<file path="src/hw/bus_map_pkg.sv">
// Data bus memory map
package bus_map_pkg;

    // ------------------------------------------------------------
    // bus geometry
    // ------------------------------------------------------------

    // the address covers 1024 words, of which 776 are mapped
    localparam int addr_width = 10;
    localparam int data_width = 16;

    // ------------------------------------------------------------
    // memory map
    // ------------------------------------------------------------

    // data RAM fills the bottom of the map, 768 words, so its range is
    // deliberately not a power of two
    localparam int ram_base  = 0;
    localparam int ram_bound = 767;

    // eight I/O registers sit right above the RAM
    localparam int io_base  = 768;
    localparam int io_bound = 775;

    // the first six I/O words are outputs, the last two read external inputs
    localparam int io_out_count = 6;
    localparam int io_in_count  = 2;

    // derived sizes used by the targets to index their own storage
    localparam int ram_depth     = ram_bound - ram_base + 1;
    localparam int ram_idx_width = $clog2(ram_depth);
    localparam int io_idx_width  = $clog2(io_out_count + io_in_count);

    // ------------------------------------------------------------
    // bus request and response
    // ------------------------------------------------------------

    // one access per cycle, wren and rden must never be high together
    typedef struct packed {
        logic                  wren;
        logic                  rden;
        logic [addr_width-1:0] addr;
        logic [data_width-1:0] wdata;
    } bus_req_t;

    // response appears exactly one cycle after the access
    typedef struct packed {
        logic                  valid;
        logic                  error;
        logic [data_width-1:0] rdata;
    } bus_rsp_t;

endpackage

</file>
<file path="src/hw/io_register_file.sv">
// I/O register block
module io_register_file
    import bus_map_pkg::*;
(
    input  logic                                      clock,
    input  logic                                      rst_n,
    input  logic                                      sel,
    input  bus_req_t                                  req,
    input  logic [io_in_count-1:0][data_width-1:0]    io_in,
    output logic [io_out_count-1:0][data_width-1:0]   io_out,
    output logic [data_width-1:0]                     rdata
);

    // ------------------------------------------------------------
    // local offset
    // ------------------------------------------------------------

    // word offset inside the I/O block, 0 to 7
    logic [io_idx_width-1:0] io_offset;

    // true when the offset points at one of the writable outputs
    logic out_slot;

    // word that a read at the current offset would return
    logic [data_width-1:0] read_word;

    assign io_offset = io_idx_width'(req.addr - addr_width'(io_base));
    assign out_slot  = (io_offset < io_idx_width'(io_out_count));

    // ------------------------------------------------------------
    // output registers
    // ------------------------------------------------------------

    // offsets 0 to 5 are plain registers driven straight onto io_out
    // writes to the two input slots fall through without effect
    always_ff @(posedge clock) begin
        if (!rst_n) begin
            io_out <= '0;
        end else if (sel && req.wren && out_slot) begin
            io_out[io_offset] <= req.wdata;
        end
    end

    // ------------------------------------------------------------
    // read path
    // ------------------------------------------------------------

    // outputs read back their own value, the upper two slots sample io_in
    always_comb begin
        if (out_slot) begin
            read_word = io_out[io_offset];
        end else begin
            read_word = io_in[io_offset - io_idx_width'(io_out_count)];
        end
    end

    // the read word is captured on the access edge, like the RAM, so both
    // targets answer with the same one cycle latency
    always_ff @(posedge clock) begin
        if (sel && req.rden) begin
            rdata <= read_word;
        end
    end

    // io_in is sampled only at the read edge, any synchronising of outside
    // signals has to happen before they reach this block

endmodule

</file>
<file path="config.mk">
export PLATFORM = sky130hd
export DESIGN_NAME = io_register_file
export DESIGN_NICKNAME = d
export VERILOG_FILES = /design/src/hw/bus_map_pkg.sv /design/src/hw/io_register_file.sv
export SDC_FILE = /design/constraint.sdc
export NUM_CORES = 1
export LEC_CHECK = 0
export ABC_AREA = 1
export BUFFER_PORTS_ARGS = -buffer_cell sky130_fd_sc_hd__buf_4
export CAP_MARGIN = 20
export CORE_UTILIZATION = 45
export CTS_BUF_LIST = sky130_fd_sc_hd__clkbuf_16
export DETAILED_ROUTE_END_ITERATION = 7
export GPL_TIMING_DRIVEN = 0
export PLACE_DENSITY = 0.75
export SETUP_SLACK_MARGIN = 0.1
export SLEW_MARGIN = 20
export SYNTH_ARGS = -nofsm -noshare
export SYNTH_HDL_FRONTEND = slang
export SYNTH_SLANG_ARGS = --single-unit
export TNS_END_PERCENT = 10
</file>
<file path="constraint.sdc">
create_clock -name clock -period 4.39 [get_ports clock]
set_clock_uncertainty 0.15 [all_clocks]
set_input_delay 0.6585 -clock clock [delete_from_list [all_inputs] [get_ports clock]]
set_output_delay 0.6585 -clock clock [all_outputs]
set_load 0.01 [all_outputs]
</file>
==> metrics.csv <==
stage;metric;value;unit
outcome;outcome;finished clean;
worst_setup_path;RR Startpoint;io_out[30]$_SDFFE_PN0P_;
yosys;syn_area_per_cell;6.40;um^2
clocking;post-CTS resize count;0;
clocking;CTS Root Buffer Type;clkbuf_16;
pwr;Cell Pwr Density;294;nW/um^2
timing;Slew Limit Fails;0;
worst_setup_path;CP Class;in -> reg;
timing;Hold WS;0.357;ns
yosys;post-synthesis cell area;5620;um^2
timing;Setup TNS;0;ns
worst_setup_path;Worst Path Required;4.34;ns
floorplan;die footprint;12900;um^2
drt;post-DR wirelength/cell;15.7;um
timing;setup violators final;0;
clocking;clock sinks;112;
worst_setup_path;Worst path max stage delay;0.29;ns
worst_setup_path;WP data arrival;2.07;ns
floorplan;die width;114;um
timing;crit path time final;2.12;ns
floorplan;row cnt;40;
global_routing;largest net degree at the start of global routing;17;
yosys;top-area cell type share of the netlist area;34.2;%
global_routing;number of antenna violations at the first check in global routing;0;
global_routing;total global-route track usage;30.2;%
placement;Post-Place Worst Slack;1.93;ns
timing;RSZ-0062 raised after global routing;false;
floorplan;core area;12100;um^2
hold_path;HP Class;reg -> reg;
clocking;Clock transition at path regs;0.07;ns
worst_setup_path;Startpoint Class;input pin;
global_routing;first-pass GRT wire length;29200;um
clocking;post-CTS setup buffers;0;
yosys;Ys Warns;0;
drt;Routed Wire Length;19300;um
timing;Fin. Hold Viols;0;
worst_setup_path;CP max stage cell;buf_2;
cells_and_area;fillcell total;1212;
drt;vias per cell;5.04;
timing;Final Cycle Share;48.3;%
yosys;cell count after synthesis;878;
clocking;H-tree depth;3;
placement;GP Congestion;0.905;
floorplan;die height;114;um
worst_setup_path;Cell Chain, Critical Path;buf_2, buf_2, buf_2, nand2_1, nand3_1, nand2_1, nor2_1, nand2_1;
cells_and_area;fin area;7320;um^2
drt;DR iter-0 viols;580;
drt;Via Count;6173;
drt;iteration count of the initial detailed-routing pass;5;
clocking;CTS tree;yes;
drt;ANT nets after route;0;
clocking;Bufs on Longest Clock Path;2;
worst_setup_path;crit path max fanout;10;
timing;slew at the pin closest to its max-slew limit;0.708;ns
hold_path;worst min-delay path startpoint;io_out[74]$_SDFFE_PN0P_;
timing;worst relative slew slack;52.8;%
floorplan;initial core utilization;46.4;%
cells_and_area;fin util;60.4;%
pwr;VDD IR max;0.212;mV
pwr;total power;2.15;mW
clocking;count of hold-fix buffers inserted at cts;0;
cells_and_area;Non-Filler Instances;1226;
cells_and_area;area grow syn2layout;30.2;%
cells_and_area;Layout Nets;1117;
timing;Fmax;472;MHz
clocking;Worst-Skew Late Latency;0.35;ns
yosys;sequential area share after synthesis;42.7;%
flow_run;Max Cap Viol;0;
cells_and_area;ant diodes;0;
yosys;synth top area cells;dfxtp_1 34%, nand2_1 18%, nor2_1 14%;
worst_setup_path;Critical Path Sink Type;register;
pwr;LEAKAGE;3.82;nW
clocking;CTS Buf Count;9;
placement;number of port buffers;165;
yosys;Synth Register Bits;112;
floorplan;Ports;175;
cells_and_area;share of cells above drive strength 1;21.9;%
worst_setup_path;Crit. Startpoint;req[16];
global_routing;number of global-route vias before repair;5467;
placement;dpl cells;1211;
timing;PnR worst setup slack;2.27;ns
cells_and_area;area used by multi-input combinational logic;2650;um^2
yosys;post-synth top area cell;dfxtp_1;
placement;DP HPWL;14500;um
placement;Area after DPL;7070;um^2
global_routing;GR Overflow Total;0;
cells_and_area;Register Area;2400;um^2
yosys;Mapped Nets;941;
yosys;synth unique cells;18;
drt;DRC viols;0;
[where the power goes]
group,total (mW),switching [mW],internal (mW)
Clock,0.743,0.371,0.372
Sequential,1.09,0.0182,1.07
Combinational,0.319,0.196,0.123
Total,2.15,0.585,1.56
[sequential cells by signal, summed over array words and instances (netlist names)]
signal  cells
io_out     96
rdata      16
[cell usage in the layout (no fill, tap or decap)]
master / n
nand2_1: 277
nor2_1: 212
buf_4: 168
dfxtp_1: 96
inv_1: 89
nand3_1: 83
buf_2: 29
or2_2: 16
o211ai_1: 16
edfxtp_1: 16
nand4_1: 15
clkbuf_1: 12
clkbuf_16: 9
buf_1: 8
nor2_2: 3
inv_2: 2
nand3_4: 2
clkinv_1: 2
nor3_4: 1
nor3_2: 1
clkinv_2: 1
[area by class of cell]
| type | instances | share of cell area [%] |
|---|---|---|
| multi-input combinational | 626 | 36.1 |
| timing repair buffer | 165 | 16.9 |
| clock inverter | 6 | 0.325 |
| inverter | 88 | 4.51 |
| buffer | 52 | 3.32 |
| clock buffer | 9 | 3.08 |
| tap | 168 | 2.87 |
| sequential | 112 | 32.8 |
[synth_stat cells]
cell type / instances
buf_1: 8
buf_2: 29
buf_4: 3
clkbuf_1: 12
dfxtp_1: 96
edfxtp_1: 16
inv_1: 86
inv_2: 2
nand2_1: 277
nand3_1: 83
nand3_4: 2
nand4_1: 15
nor2_1: 212
nor2_2: 3
nor3_2: 1
nor3_4: 1
o211ai_1: 16
or2_2: 16
[critical path, delay by kind of cell]
| kind | cells | cell delay (ns) |
|---|---|---|
| and+or+nand+nor | 5 | 0.59 |
| buffers and inverters | 3 | 0.81 |
[kinds of logic after synthesis]
kind of cell / Yosys count / synth area share, %
flops: 112 / 42.7
buf+inv: 140 / 10.2
compound gates: 16 / 2.14
simple gates: 610 / 44.9
[worst paths after layout]
kind / end / slack (ns) / cells after the start
hold reg to reg: io_out[74]$_SDFFE_PN0P_ / 0.36 / 2
hold / removal: io_out[74]$_SDFFE_PN0P_ / 0.36 / 2
setup / recovery: rdata[14]$_DFFE_PP_ / 2.27 / 8
setup reg to reg: rdata[14]$_DFFE_PP_ / 3.04 / 6
[per-layer routing]
| metal | GRT usage (%) | vias to the layer above | share of wire [%] |
|---|---|---|---|
| li1 | - | 3034 | - |
| met1 | 40.2 | 2755 | 41 |
| met2 | 48.8 | 340 | 45 |
| met3 | 4.99 | 44 | 10 |
| met4 | 12.0 | 0 | 3.0 |
| met5 | 0 | - | 0 |
Power figures use the tool's default switching activity.
