===== src/hw/bus_map_pkg.sv =====
// Data bus memory map
package bus_map_pkg;

    // ------------------------------------------------------------
    // bus geometry
    // ------------------------------------------------------------

    // the address covers 1024 words, of which 776 are mapped
    localparam int addr_width = 10;
    localparam int data_width = 16;

    // ------------------------------------------------------------
    // memory map
    // ------------------------------------------------------------

    // data RAM fills the bottom of the map, 768 words, so its range is
    // deliberately not a power of two
    localparam int ram_base  = 0;
    localparam int ram_bound = 767;

    // eight I/O registers sit right above the RAM
    localparam int io_base  = 768;
    localparam int io_bound = 775;

    // the first six I/O words are outputs, the last two read external inputs
    localparam int io_out_count = 6;
    localparam int io_in_count  = 2;

    // derived sizes used by the targets to index their own storage
    localparam int ram_depth     = ram_bound - ram_base + 1;
    localparam int ram_idx_width = $clog2(ram_depth);
    localparam int io_idx_width  = $clog2(io_out_count + io_in_count);

    // ------------------------------------------------------------
    // bus request and response
    // ------------------------------------------------------------

    // one access per cycle, wren and rden must never be high together
    typedef struct packed {
        logic                  wren;
        logic                  rden;
        logic [addr_width-1:0] addr;
        logic [data_width-1:0] wdata;
    } bus_req_t;

    // response appears exactly one cycle after the access
    typedef struct packed {
        logic                  valid;
        logic                  error;
        logic [data_width-1:0] rdata;
    } bus_rsp_t;

endpackage


===== src/hw/read_response_mux.sv =====
// Read response mux
module read_response_mux
    import bus_map_pkg::*;
(
    input  logic                  clock,
    input  logic                  rst_n,
    input  bus_req_t              req,
    input  logic                  ram_hit,
    input  logic                  io_hit,
    input  logic [data_width-1:0] ram_rdata,
    input  logic [data_width-1:0] io_rdata,
    output bus_rsp_t              rsp
);

    // ------------------------------------------------------------
    // access classification
    // ------------------------------------------------------------

    // an access is live when either strobe is up
    logic access_active;

    // a live access that neither decoder claimed
    logic access_miss;

    assign access_active = req.wren | req.rden;
    assign access_miss   = access_active & ~ram_hit & ~io_hit;

    // ------------------------------------------------------------
    // response stage
    // ------------------------------------------------------------

    // which target answers the read that was made one cycle ago
    logic ram_sel_q;
    logic io_sel_q;

    // the previous access was a read, mapped or not
    logic read_q;

    // the previous access hit no target
    logic miss_q;

    // the selects only follow reads, so rdata stays zero after a write
    always_ff @(posedge clock) begin
        if (!rst_n) begin
            ram_sel_q <= 1'b0;
            io_sel_q  <= 1'b0;
            read_q    <= 1'b0;
            miss_q    <= 1'b0;
        end else begin
            ram_sel_q <= ram_hit & req.rden;
            io_sel_q  <= io_hit & req.rden;
            read_q    <= req.rden;
            miss_q    <= access_miss;
        end
    end

    // ------------------------------------------------------------
    // response drive
    // ------------------------------------------------------------

    // the targets already hold their read word, here we only pick one
    // an unmapped read falls through to zero with error set
    always_comb begin
        rsp.valid = read_q;
        rsp.error = miss_q;
        if (ram_sel_q) begin
            rsp.rdata = ram_rdata;
        end else if (io_sel_q) begin
            rsp.rdata = io_rdata;
        end else begin
            rsp.rdata = '0;
        end
    end

endmodule


===== config.mk =====
export PLATFORM = sky130hd
export DESIGN_NAME = read_response_mux
export DESIGN_NICKNAME = d
export VERILOG_FILES = /design/src/hw/bus_map_pkg.sv /design/src/hw/read_response_mux.sv
export SDC_FILE = /design/constraint.sdc
export NUM_CORES = 1
export LEC_CHECK = 0
export ABC_AREA = 1
export BUFFER_PORTS_ARGS = -buffer_cell sky130_fd_sc_hd__buf_2
export CORE_UTILIZATION = 29
export CTS_CLUSTER_SIZE = 12
export DETAILED_ROUTE_END_ITERATION = 7
export PLACE_DENSITY = 0.9
export SETUP_SLACK_MARGIN = 0.1
export SYNTH_ARGS = -nofsm -noshare
export SYNTH_HDL_FRONTEND = slang
export SYNTH_SLANG_ARGS = --single-unit

===== constraint.sdc =====
create_clock -name clock -period 1.4 [get_ports clock]
set_input_delay 0.28 -clock clock [delete_from_list [all_inputs] [get_ports clock]]
set_output_delay 0.28 -clock clock [all_outputs]
set_load 0.05 [all_outputs]

==> impl_metrics.env, run 1 <==
export IMPL_final_cells=142
export IMPL_htree_levels=1
export IMPL_dieWidth_um=43.2
export IMPL_min_from="ram_hit"
export IMPL_hold_ws_ps=273
export IMPL_cts_root_buf="clkbuf_4"
export IMPL_cts_tree="yes"
export IMPL_dr_pass1_iters=3
export IMPL_die_y_um=43.2
export IMPL_maxCapViolCount=0
export IMPL_p_comb_share_pct=53.8
export IMPL_grt_start_max_net_pins=17
export IMPL_hp_class="primary input to flop"
export IMPL_insertedDiodeCount=0
export IMPL_yosysWarnings=0
export IMPL_grt_pass1_vias=620
export IMPL_nFillCells=118
export IMPL_dp_hpwl_um=1140
export IMPL_via_count=671
export IMPL_power_switching_share_pct=39.4
export IMPL_drive_above_1_share_pct=77.0
export IMPL_ys_ff_latch=4
export IMPL_rsz0062_at_grt="true"
export IMPL_grt_pass1_wl_um=2480
export IMPL_period_minus_slack_ps=1360
export IMPL_drt_total_wl_um=1780
export IMPL_yosys_top_cells_area="nand3_2, nand2_1, dfxtp_1"
export IMPL_fmax_mhz=736
export IMPL_place_congestion=0.688
export IMPL_status="completed"
export IMPL_syn_nets=134
export IMPL_clk_path_buf_depth=2
export IMPL_synth_top_area_share_pct=20.4
export IMPL_pwr_density_cell_nw_per_um2=554
export IMPL_final_max_slew_viol_count=0
export IMPL_slew_headroom_pct=83.4
export IMPL_finalCritPeriodShare_pct=97.0
export IMPL_cp_end_kind="primary output"
export IMPL_synthCells=70
export IMPL_cp_data_arrival_time_ps=1080
export IMPL_drtAntennaViolNets=0
export IMPL_row_count=14
export IMPL_cp_required_ps=1120
export IMPL_die_area_um2=1860
export IMPL_power_share_clock_pct=24.6
export IMPL_clock_sinks=4
export IMPL_power_frac_seq_pct=21.6
export IMPL_start_util_pct=31.9
export IMPL_syn_area_per_cell_um2=7.02
export IMPL_finalNetCount=192
export IMPL_netlist_area_um2=492
export IMPL_io_pins=82
export IMPL_crit_type="flop to primary output"
export IMPL_via_per_inst=4.73
export IMPL_wl_per_cell_um=12.5
export IMPL_post_route_util_pct=65.7
export IMPL_coreArea_um2=1540
export IMPL_ir_drop_mv=0.487
export IMPL_numPlacedInstances=137
export IMPL_clk_pin_slew_ps=30
export IMPL_p_int_uw=340
export IMPL_ys_types=12
export IMPL_drt_iter0_drc=6
export IMPL_seqCellArea_um2=87.6
export IMPL_cp_slowest_cell="dfxtp_4"
export IMPL_hold_viol=0
export IMPL_path_max_fanout=8
export IMPL_tightest_slew_ps=251
export IMPL_multiInputGateArea_um2=357
export IMPL_cp_slowest_stage_delay_ps=340
export IMPL_path_cells="buf_12, clkinv_8, nand3_2, nand2_2, buf_6"
export IMPL_setup_viol=0
export IMPL_p_leak_uw=0.000523
export IMPL_cp_start_kind="flop"
export IMPL_yosysSeqAreaShare_pct=16.3
export IMPL_grt_use_total_pct=17.0
export IMPL_antenna_found_initial=0
export IMPL_synth_top_area_cell="nand3_2"
export IMPL_timing_critical_path_from="ram_sel_q$_SDFF_PN0_"
export IMPL_area_growth_synth_to_final_pct=106
export IMPL_drc=0
export IMPL_gr_total_overflow=0
export IMPL_cts_buffers=3
export IMPL_p_sw_uw=221
export IMPL_port_buffers=55
==> cells by family after synthesis <==
family        count (synthesis)  synth area share, %
flops                         4                 16.3
buf+inv                      11                 22.4
simple gates                 55                 61.3
==> per-stage QoR <==
step | area, um2 | setup slack [ps] | setup TNS [ps] | total power [uW]
floorplan | 492 | 148 | 0 | 281
CTS | 918 | 50.2 | 0 | 544
finish | 1010 | 41.9 | 0 | 561
detailed placement | 734 | 139 | 0 | 354
global route | 1010 | -4.31 | -4.31 | 586
global placement | 734 | 150 | 0 | 348
==> cell usage in the layout (no fill, tap or decap) <==
cell	netlist	routed
nand2_1	24	19
dfxtp_4	0	2
nand3_2	10	15
nand2_4	0	1
dfxtp_1	4	2
buf_12	2	2
buf_2	0	39
inv_1	3	3
nor2_1	5	5
nand2_2	10	14
buf_8	0	8
clkbuf_16	0	1
nand3_4	0	1
clkinv_8	0	2
clkbuf_4	0	3
buf_6	1	9
==> synth_stat cells <==
| cell | n |
|---|---|
| buf_4 | 3 |
| inv_8 | 1 |
| nand2_1 | 24 |
| dfxtp_1 | 4 |
| buf_6 | 1 |
| buf_12 | 2 |
| nand3_1 | 6 |
| nand2_2 | 10 |
| inv_1 | 3 |
| nor2_1 | 5 |
| nand3_2 | 10 |
| clkbuf_8 | 1 |
==> layer usage <==
| metal | track usage (%) | up-vias | share of wire (%) |
|---|---|---|---|
| li1 | - | 330 | - |
| met4 | 3.03 | 0 | 0 |
| met2 | 34.0 | 46 | 52 |
| met5 | 0 | - | 0 |
| met3 | 2.98 | 0 | 8.4 |
| met1 | 18.2 | 295 | 40 |
==> power by group through the flow <==
stage,Sequential (uW),Combinational [uW],Clock (uW)
after floorplan,122,159,0
after global placement,123,225,0
after detailed placement,123,231,0
after CTS,122,281,141
after global routing,122,314,149
final,121,302,138
==> worst max-delay path: cells and delay by family (launching register included) <==
| family | cells | cell delay, ps |
|---|---|---|
| buf+inv | 3 | 360 |
| simple gates | 2 | 140 |
| flops | 1 | 340 |
==> sequential cells by signal, indices dropped and copies added, names as in the netlist <==
name       count
io_sel_q       1
miss_q         1
ram_sel_q      1
read_q         1
==> cell type report <==
cell class                      count  share of cell area, %
Inverter                            4                   2.72
Tap cell                           16                   1.98
Timing Repair Buffer               59                   47.6
Sequential cell                     4                   8.65
Clock buffer                        3                   2.22
Timing Repair inverter              1                   1.61
Multi-Input combinational cell     55                   35.2
==> repair_timing <==
action	CTS	global route
hold buffers	0	0
gates cloned	1	1
setup endpoints to repair	16	16
pin swaps	2	5
buffers inserted	0	0
gates resized for setup	48	17
==> worst paths after layout <==
check / to / slack [ps] / depth (start not counted)
max: rsp[11] / 40 / 5
min: ram_sel_q$_SDFF_PN0_ / 270 / 3
(Power assumes the default switching activity.)
==> run 2: changes to the inputs <==
ABC_AREA = unset   (was 1)
CORE_UTILIZATION = 22   (was 29)
PLACE_DENSITY = 0.88   (was 0.9)
==> run 2 against run 1 <==
  * First-iteration DRC count down 83%
  * Global-route usage down 2.9 points
  * The flow now finishes with violations (setup timing)
  * Sequential share of layout area increased by 1.8 points
  * Maximum frequency fell by 6.4%
  * Hold slack got worse by 49 ps
  * Design area fell by 20%
  * Synthesized cell count shrank 50%
  * Critical endpoint is now rsp[10]
==> impl_metrics.env, run 2 <==
export IMPL_hold_path_depth=2
export IMPL_power_share_clock_pct=26.8
export IMPL_post_route_util_pct=60.3
export IMPL_status="finished, violations left"
export IMPL_seqCellArea_um2=85.1
export IMPL_pwr_density_cell_nw_per_um2=646
export IMPL_via_per_inst=4.79
export IMPL_finalCritPeriodShare_pct=104
export IMPL_grt_use_total_pct=14.1
export IMPL_finalNetCount=158
export IMPL_slew_headroom_pct=83.0
export IMPL_crit_type="flop to primary output"
export IMPL_place_congestion=0.626
export IMPL_numPlacedInstances=102
export IMPL_hold_viol=0
export IMPL_synth_top_area_cell="a22o_2"
export IMPL_period_minus_slack_ps=1450
export IMPL_ir_drop_mv=0.412
export IMPL_cts_root_buf="clkbuf_4"
export IMPL_clk_path_buf_depth=2
export IMPL_wl_per_cell_um=11.7
export IMPL_synthArstFlopShare_pct=0
export IMPL_port_buffers=55
export IMPL_synthCells=35
export IMPL_grt_pass1_wl_um=1450
export IMPL_final_common_cell="buf_2"
export IMPL_final_cell_mix="buf_2, buf_6, a22o_2"
export IMPL_ys_types=13
export IMPL_io_pins=82
export IMPL_cp_required_ps=1120
export IMPL_place_area_um2=602
export IMPL_netlist_area_um2=328
export IMPL_maxCapViolCount=0
export IMPL_die_area_um2=1650
export IMPL_drtAntennaViolNets=0
export IMPL_final_cells=107
export IMPL_area_growth_synth_to_final_pct=148
export IMPL_hp_class="primary input to flop"
export IMPL_cts_tree="yes"
export IMPL_power_frac_seq_pct=23.1
export IMPL_p_int_uw=333
export IMPL_rsz0062_at_grt="true"
export IMPL_cp_end_kind="primary output"
export IMPL_violations="setup timing"
export IMPL_htree_levels=1
export IMPL_p_comb_share_pct=50.0
export IMPL_finalInstanceArea_um2=815
export IMPL_p_leak_uw=0.000441
export IMPL_drt_total_wl_um=1250
export IMPL_final_max_slew_viol_count=0
export IMPL_dieWidth_um=40.6
export IMPL_syn_nets=99
export IMPL_grt_pass1_vias=410
export IMPL_insertedDiodeCount=0
export IMPL_synth_top_cells_by_count="a22o_2, a22o_1, dfxtp_1, nand2_1"
export IMPL_drive_above_1_share_pct=85.9
export IMPL_cp_data_arrival_time_ps=1170
export IMPL_antenna_found_initial=0
export IMPL_clk_pin_slew_ps=40
export IMPL_ys_ff_latch=4
export IMPL_tns_ps=-544
export IMPL_coreArea_um2=1350
export IMPL_power_switching_share_pct=36.6
export IMPL_place_ws_ps=42.4
export IMPL_nFillCells=111
export IMPL_multiInputGateArea_um2=250
export IMPL_tightest_slew_ps=252
export IMPL_yosysSeqAreaShare_pct=24.4
export IMPL_cts_buffers=3
export IMPL_yosysWarnings=0
export IMPL_min_from="ram_hit"
export IMPL_path_max_fanout=10
export IMPL_synth_edf_count=0
export IMPL_yosys_top_cells_area="a22o_2, dfxtp_1, a22o_1"
export IMPL_clock_sinks=4
export IMPL_setup_viol=14
export IMPL_grt_start_max_net_pins=19
export IMPL_via_count=512
export IMPL_synth_flop_cell="dfxtp_1"
export IMPL_syn_area_per_cell_um2=9.37
export IMPL_drc=0
export IMPL_hold_end="miss_q$_SDFF_PN0_"
export IMPL_dr_pass1_iters=2
export IMPL_die_y_um=40.6
export IMPL_fmax_mhz=689
export IMPL_cp_start_kind="flop"
export IMPL_fin_ws_ps=-51.1
export IMPL_synth_most_common_cell="a22o_2"
export IMPL_drt_iter0_drc=1
export IMPL_p_sw_uw=193
export IMPL_synth_top_area_share_pct=30.5
export IMPL_gr_total_overflow=0
export IMPL_start_util_pct=24.3
export IMPL_row_count=13
-- run 2: cell count changes after synthesis, sizes merged, moves of 4 or more --
cell | before | now
inv | 4 | 0
nor2 | 5 | 1
a22o | 0 | 14
nand3 | 16 | 0
nand2 | 34 | 4
-- run 2: how the worst max path moves through the flow --
stage                               from      end  depth (start not counted)
floorplan           ram_sel_q$_SDFF_PN0_  rsp[13]                          3
global placement     io_sel_q$_SDFF_PN0_  rsp[10]                          3
detailed placement   io_sel_q$_SDFF_PN0_  rsp[10]                          3
CTS                  io_sel_q$_SDFF_PN0_  rsp[10]                          4
global route         io_sel_q$_SDFF_PN0_   rsp[5]                          4
finish               io_sel_q$_SDFF_PN0_  rsp[10]                          4
-- run 2: timing repair --
item | in CTS | in global routing
resized for setup | 37 | 10
hold buffers | 0 | 0
cloned | 0 | 0
pin swaps | 0 | 0
setup buffers | 2 | 0
setup endpoints to repair | 16 | 16
-- run 2: layout make-up --
| class | count | share of cell area (%) |
|---|---|---|
| Clock buffer | 3 | 2.76 |
| Multi-Input combinational cell | 26 | 30.7 |
| Sequential cell | 4 | 10.4 |
| Tap cell | 15 | 2.30 |
| Timing Repair Buffer | 59 | 53.8 |
-- run 2: kinds of logic after synthesis --
family,after synthesis,synth area share (%)
flip-flops,4,24.4
buffers and inverters,5,13.0
AO/OA/AOI/OAI,16,44.3
AND/OR/NAND/NOR,10,18.3
-- run 2: power by group through the flow --
stage                     clock, uW  combinational, uW  sequential [uW]
after floorplan                   0                139              123
final                           141                263              122
after CTS                       152                254              122
after global placement            0                207              123
after global routing            157                278              122
after detailed placement          0                210              123
-- run 2: metrics by stage --
step	hold slack [ps]	power, uW
final	224	526
after detailed placement	467	334
after CTS	214	528
after global routing	225	557
after floorplan	357	262
after global placement	458	331
-- run 2: critical path: stages, from the launching register on --
cell     delay (ps)
dfxtp_2         310
nor2b_4         130
buf_12          130
a22o_2          210
buf_6           150
-- run 2: metal layers --
layer	up-vias	global-route usage, %	wire (um)
met3	0	2.78	143
met5	-	0	0
li1	248	-	-
met1	227	9.06	376
met4	0	12.5	0
met2	37	30.6	727
==> run 3: changes to the inputs <==
RECOVER_POWER = 25   (was unset)
==> run 3 against run 2 <==
  * Sequential power hardly changed
  * Worst setup slack did not move
  * Clock-buffer cell count did not move
  * Largest cell class unchanged
  * The flow still finishes with violations (setup timing)
==> impl_metrics.env, run 3 (synthesis results as in run 2) <==
export IMPL_fmax_mhz=689
export IMPL_die_area_um2=1650
export IMPL_p_leak_uw=0.000438
export IMPL_port_buffers=55
export IMPL_cts_tree="yes"
export IMPL_insertedDiodeCount=0
export IMPL_use_met2_pct=30.6
export IMPL_finalCritPeriodShare_pct=104
export IMPL_gr_total_overflow=0
export IMPL_cp_data_arrival_time_ps=1170
export IMPL_clk_pin_slew_ps=40
export IMPL_drt_total_wl_um=1250
export IMPL_status="finished, violations left"
export IMPL_drc=0
export IMPL_cts_buffers=3
export IMPL_pwr_density_cell_nw_per_um2=647
export IMPL_area_growth_synth_to_final_pct=148
export IMPL_grt_pass1_wl_um=1450
export IMPL_hold_viol=0
export IMPL_seqCellArea_um2=85.1
export IMPL_ir_drop_mv=0.410
export IMPL_grt_pass1_vias=410
export IMPL_start_util_pct=24.3
export IMPL_antenna_found_initial=0
export IMPL_fin_ws_ps=-51.1
export IMPL_io_pins=82
export IMPL_finalInstanceArea_um2=813
export IMPL_crit_type="flop to primary output"
export IMPL_via_per_inst=4.79
export IMPL_row_count=13
export IMPL_cts_root_buf="clkbuf_4"
export IMPL_grt_start_max_net_pins=19
export IMPL_drtAntennaViolNets=0
export IMPL_final_cell_mix="buf_2, buf_6, a22o_2"
export IMPL_via_count=512
export IMPL_tightest_slew_ps=254
export IMPL_htree_levels=1
export IMPL_hold_ws_ps=224
export IMPL_hold_path_depth=2
export IMPL_die_y_um=40.6
export IMPL_drt_iter0_drc=1
export IMPL_use_met3_pct=2.78
export IMPL_total_power_uw=526
export IMPL_maxCapViolCount=0
export IMPL_violations="setup timing"
export IMPL_hold_end="miss_q$_SDFF_PN0_"
export IMPL_clk_path_buf_depth=2
export IMPL_coreArea_um2=1350
export IMPL_final_max_slew_viol_count=0
export IMPL_path_max_fanout=10
export IMPL_min_from="ram_hit"
export IMPL_timing_critical_path_from="io_sel_q$_SDFF_PN0_"
export IMPL_cp_end_kind="primary output"
export IMPL_rsz0062_at_grt="true"
export IMPL_slew_headroom_pct=82.9
export IMPL_grt_use_total_pct=14.1
export IMPL_cp_start_kind="flop"
export IMPL_period_minus_slack_ps=1450
export IMPL_busiest_layer="met2"
export IMPL_final_common_cell="buf_2"
export IMPL_finalNetCount=158
export IMPL_place_area_um2=602
export IMPL_multiInputGateArea_um2=250
export IMPL_tns_ps=-544
export IMPL_wl_per_cell_um=11.7
export IMPL_place_congestion=0.626
export IMPL_dr_pass1_iters=2
export IMPL_dieWidth_um=40.6
export IMPL_cp_required_ps=1120
export IMPL_grt_use_met1_pct=9.06
export IMPL_nFillCells=112
export IMPL_clock_sinks=4
export IMPL_hp_class="primary input to flop"
export IMPL_setup_viol=14
export IMPL_drive_above_1_share_pct=84.8
## run 3: cell count changes in the layout (fill, tap and decap cells not counted), sizes merged
cell	change
clkbuf	+1
buf	-1
## run 3: metal layers
metal / routed length, um / vias to the layer above
met3: 145 / 0
met5: 0 / -
met2: 727 / 37
met4: 0 / 0
met1: 377 / 227
li1: - / 248
## run 3: metrics by stage
stage	utilization [%]	worst slack, ps	instances
floorplan	-	61.9	35
global placement	44.6	55.0	102
detailed placement	44.6	42.4	102
CTS	57.0	-53.5	107
global route	60.2	-91.7	107
finish	60.2	-51.1	107
## run 3: how the worst max path moves through the flow
stage,endpoint,slack [ps],cells after the start
finish,rsp[10],-50,4
CTS,rsp[10],-50,4
detailed placement,rsp[10],40,3
floorplan,rsp[13],60,3
global route,rsp[5],-90,4
global placement,rsp[10],50,3
## run 3: report_power, final
group          switching, uW  leakage, uW  internal (uW)
Sequential              3.10    0.0000340            119
Combinational            144     0.000390            119
Clock                   45.4    0.0000138           95.8
## run 3: area by class of cell
class,count,area share (%)
flip-flops and latches,4,10.5
multi-input cells,26,30.8
well taps,15,2.31
clock buffers,3,2.77
repair buffers,59,53.7
## run 3: what timing repair did
action	in CTS	in global routing
hold buffers	0	0
endpoints found under the hold margin	0	0
resized for setup	37	10
endpoints found under the setup margin	16	16
setup buffers	2	0
pin swaps	0	0
## run 3: worst max-delay path, cell delays in order, from the launching register on
cell	delay, ps
dfxtp_2	310
nor2b_4	130
buf_12	130
a22o_2	210
buf_6	150
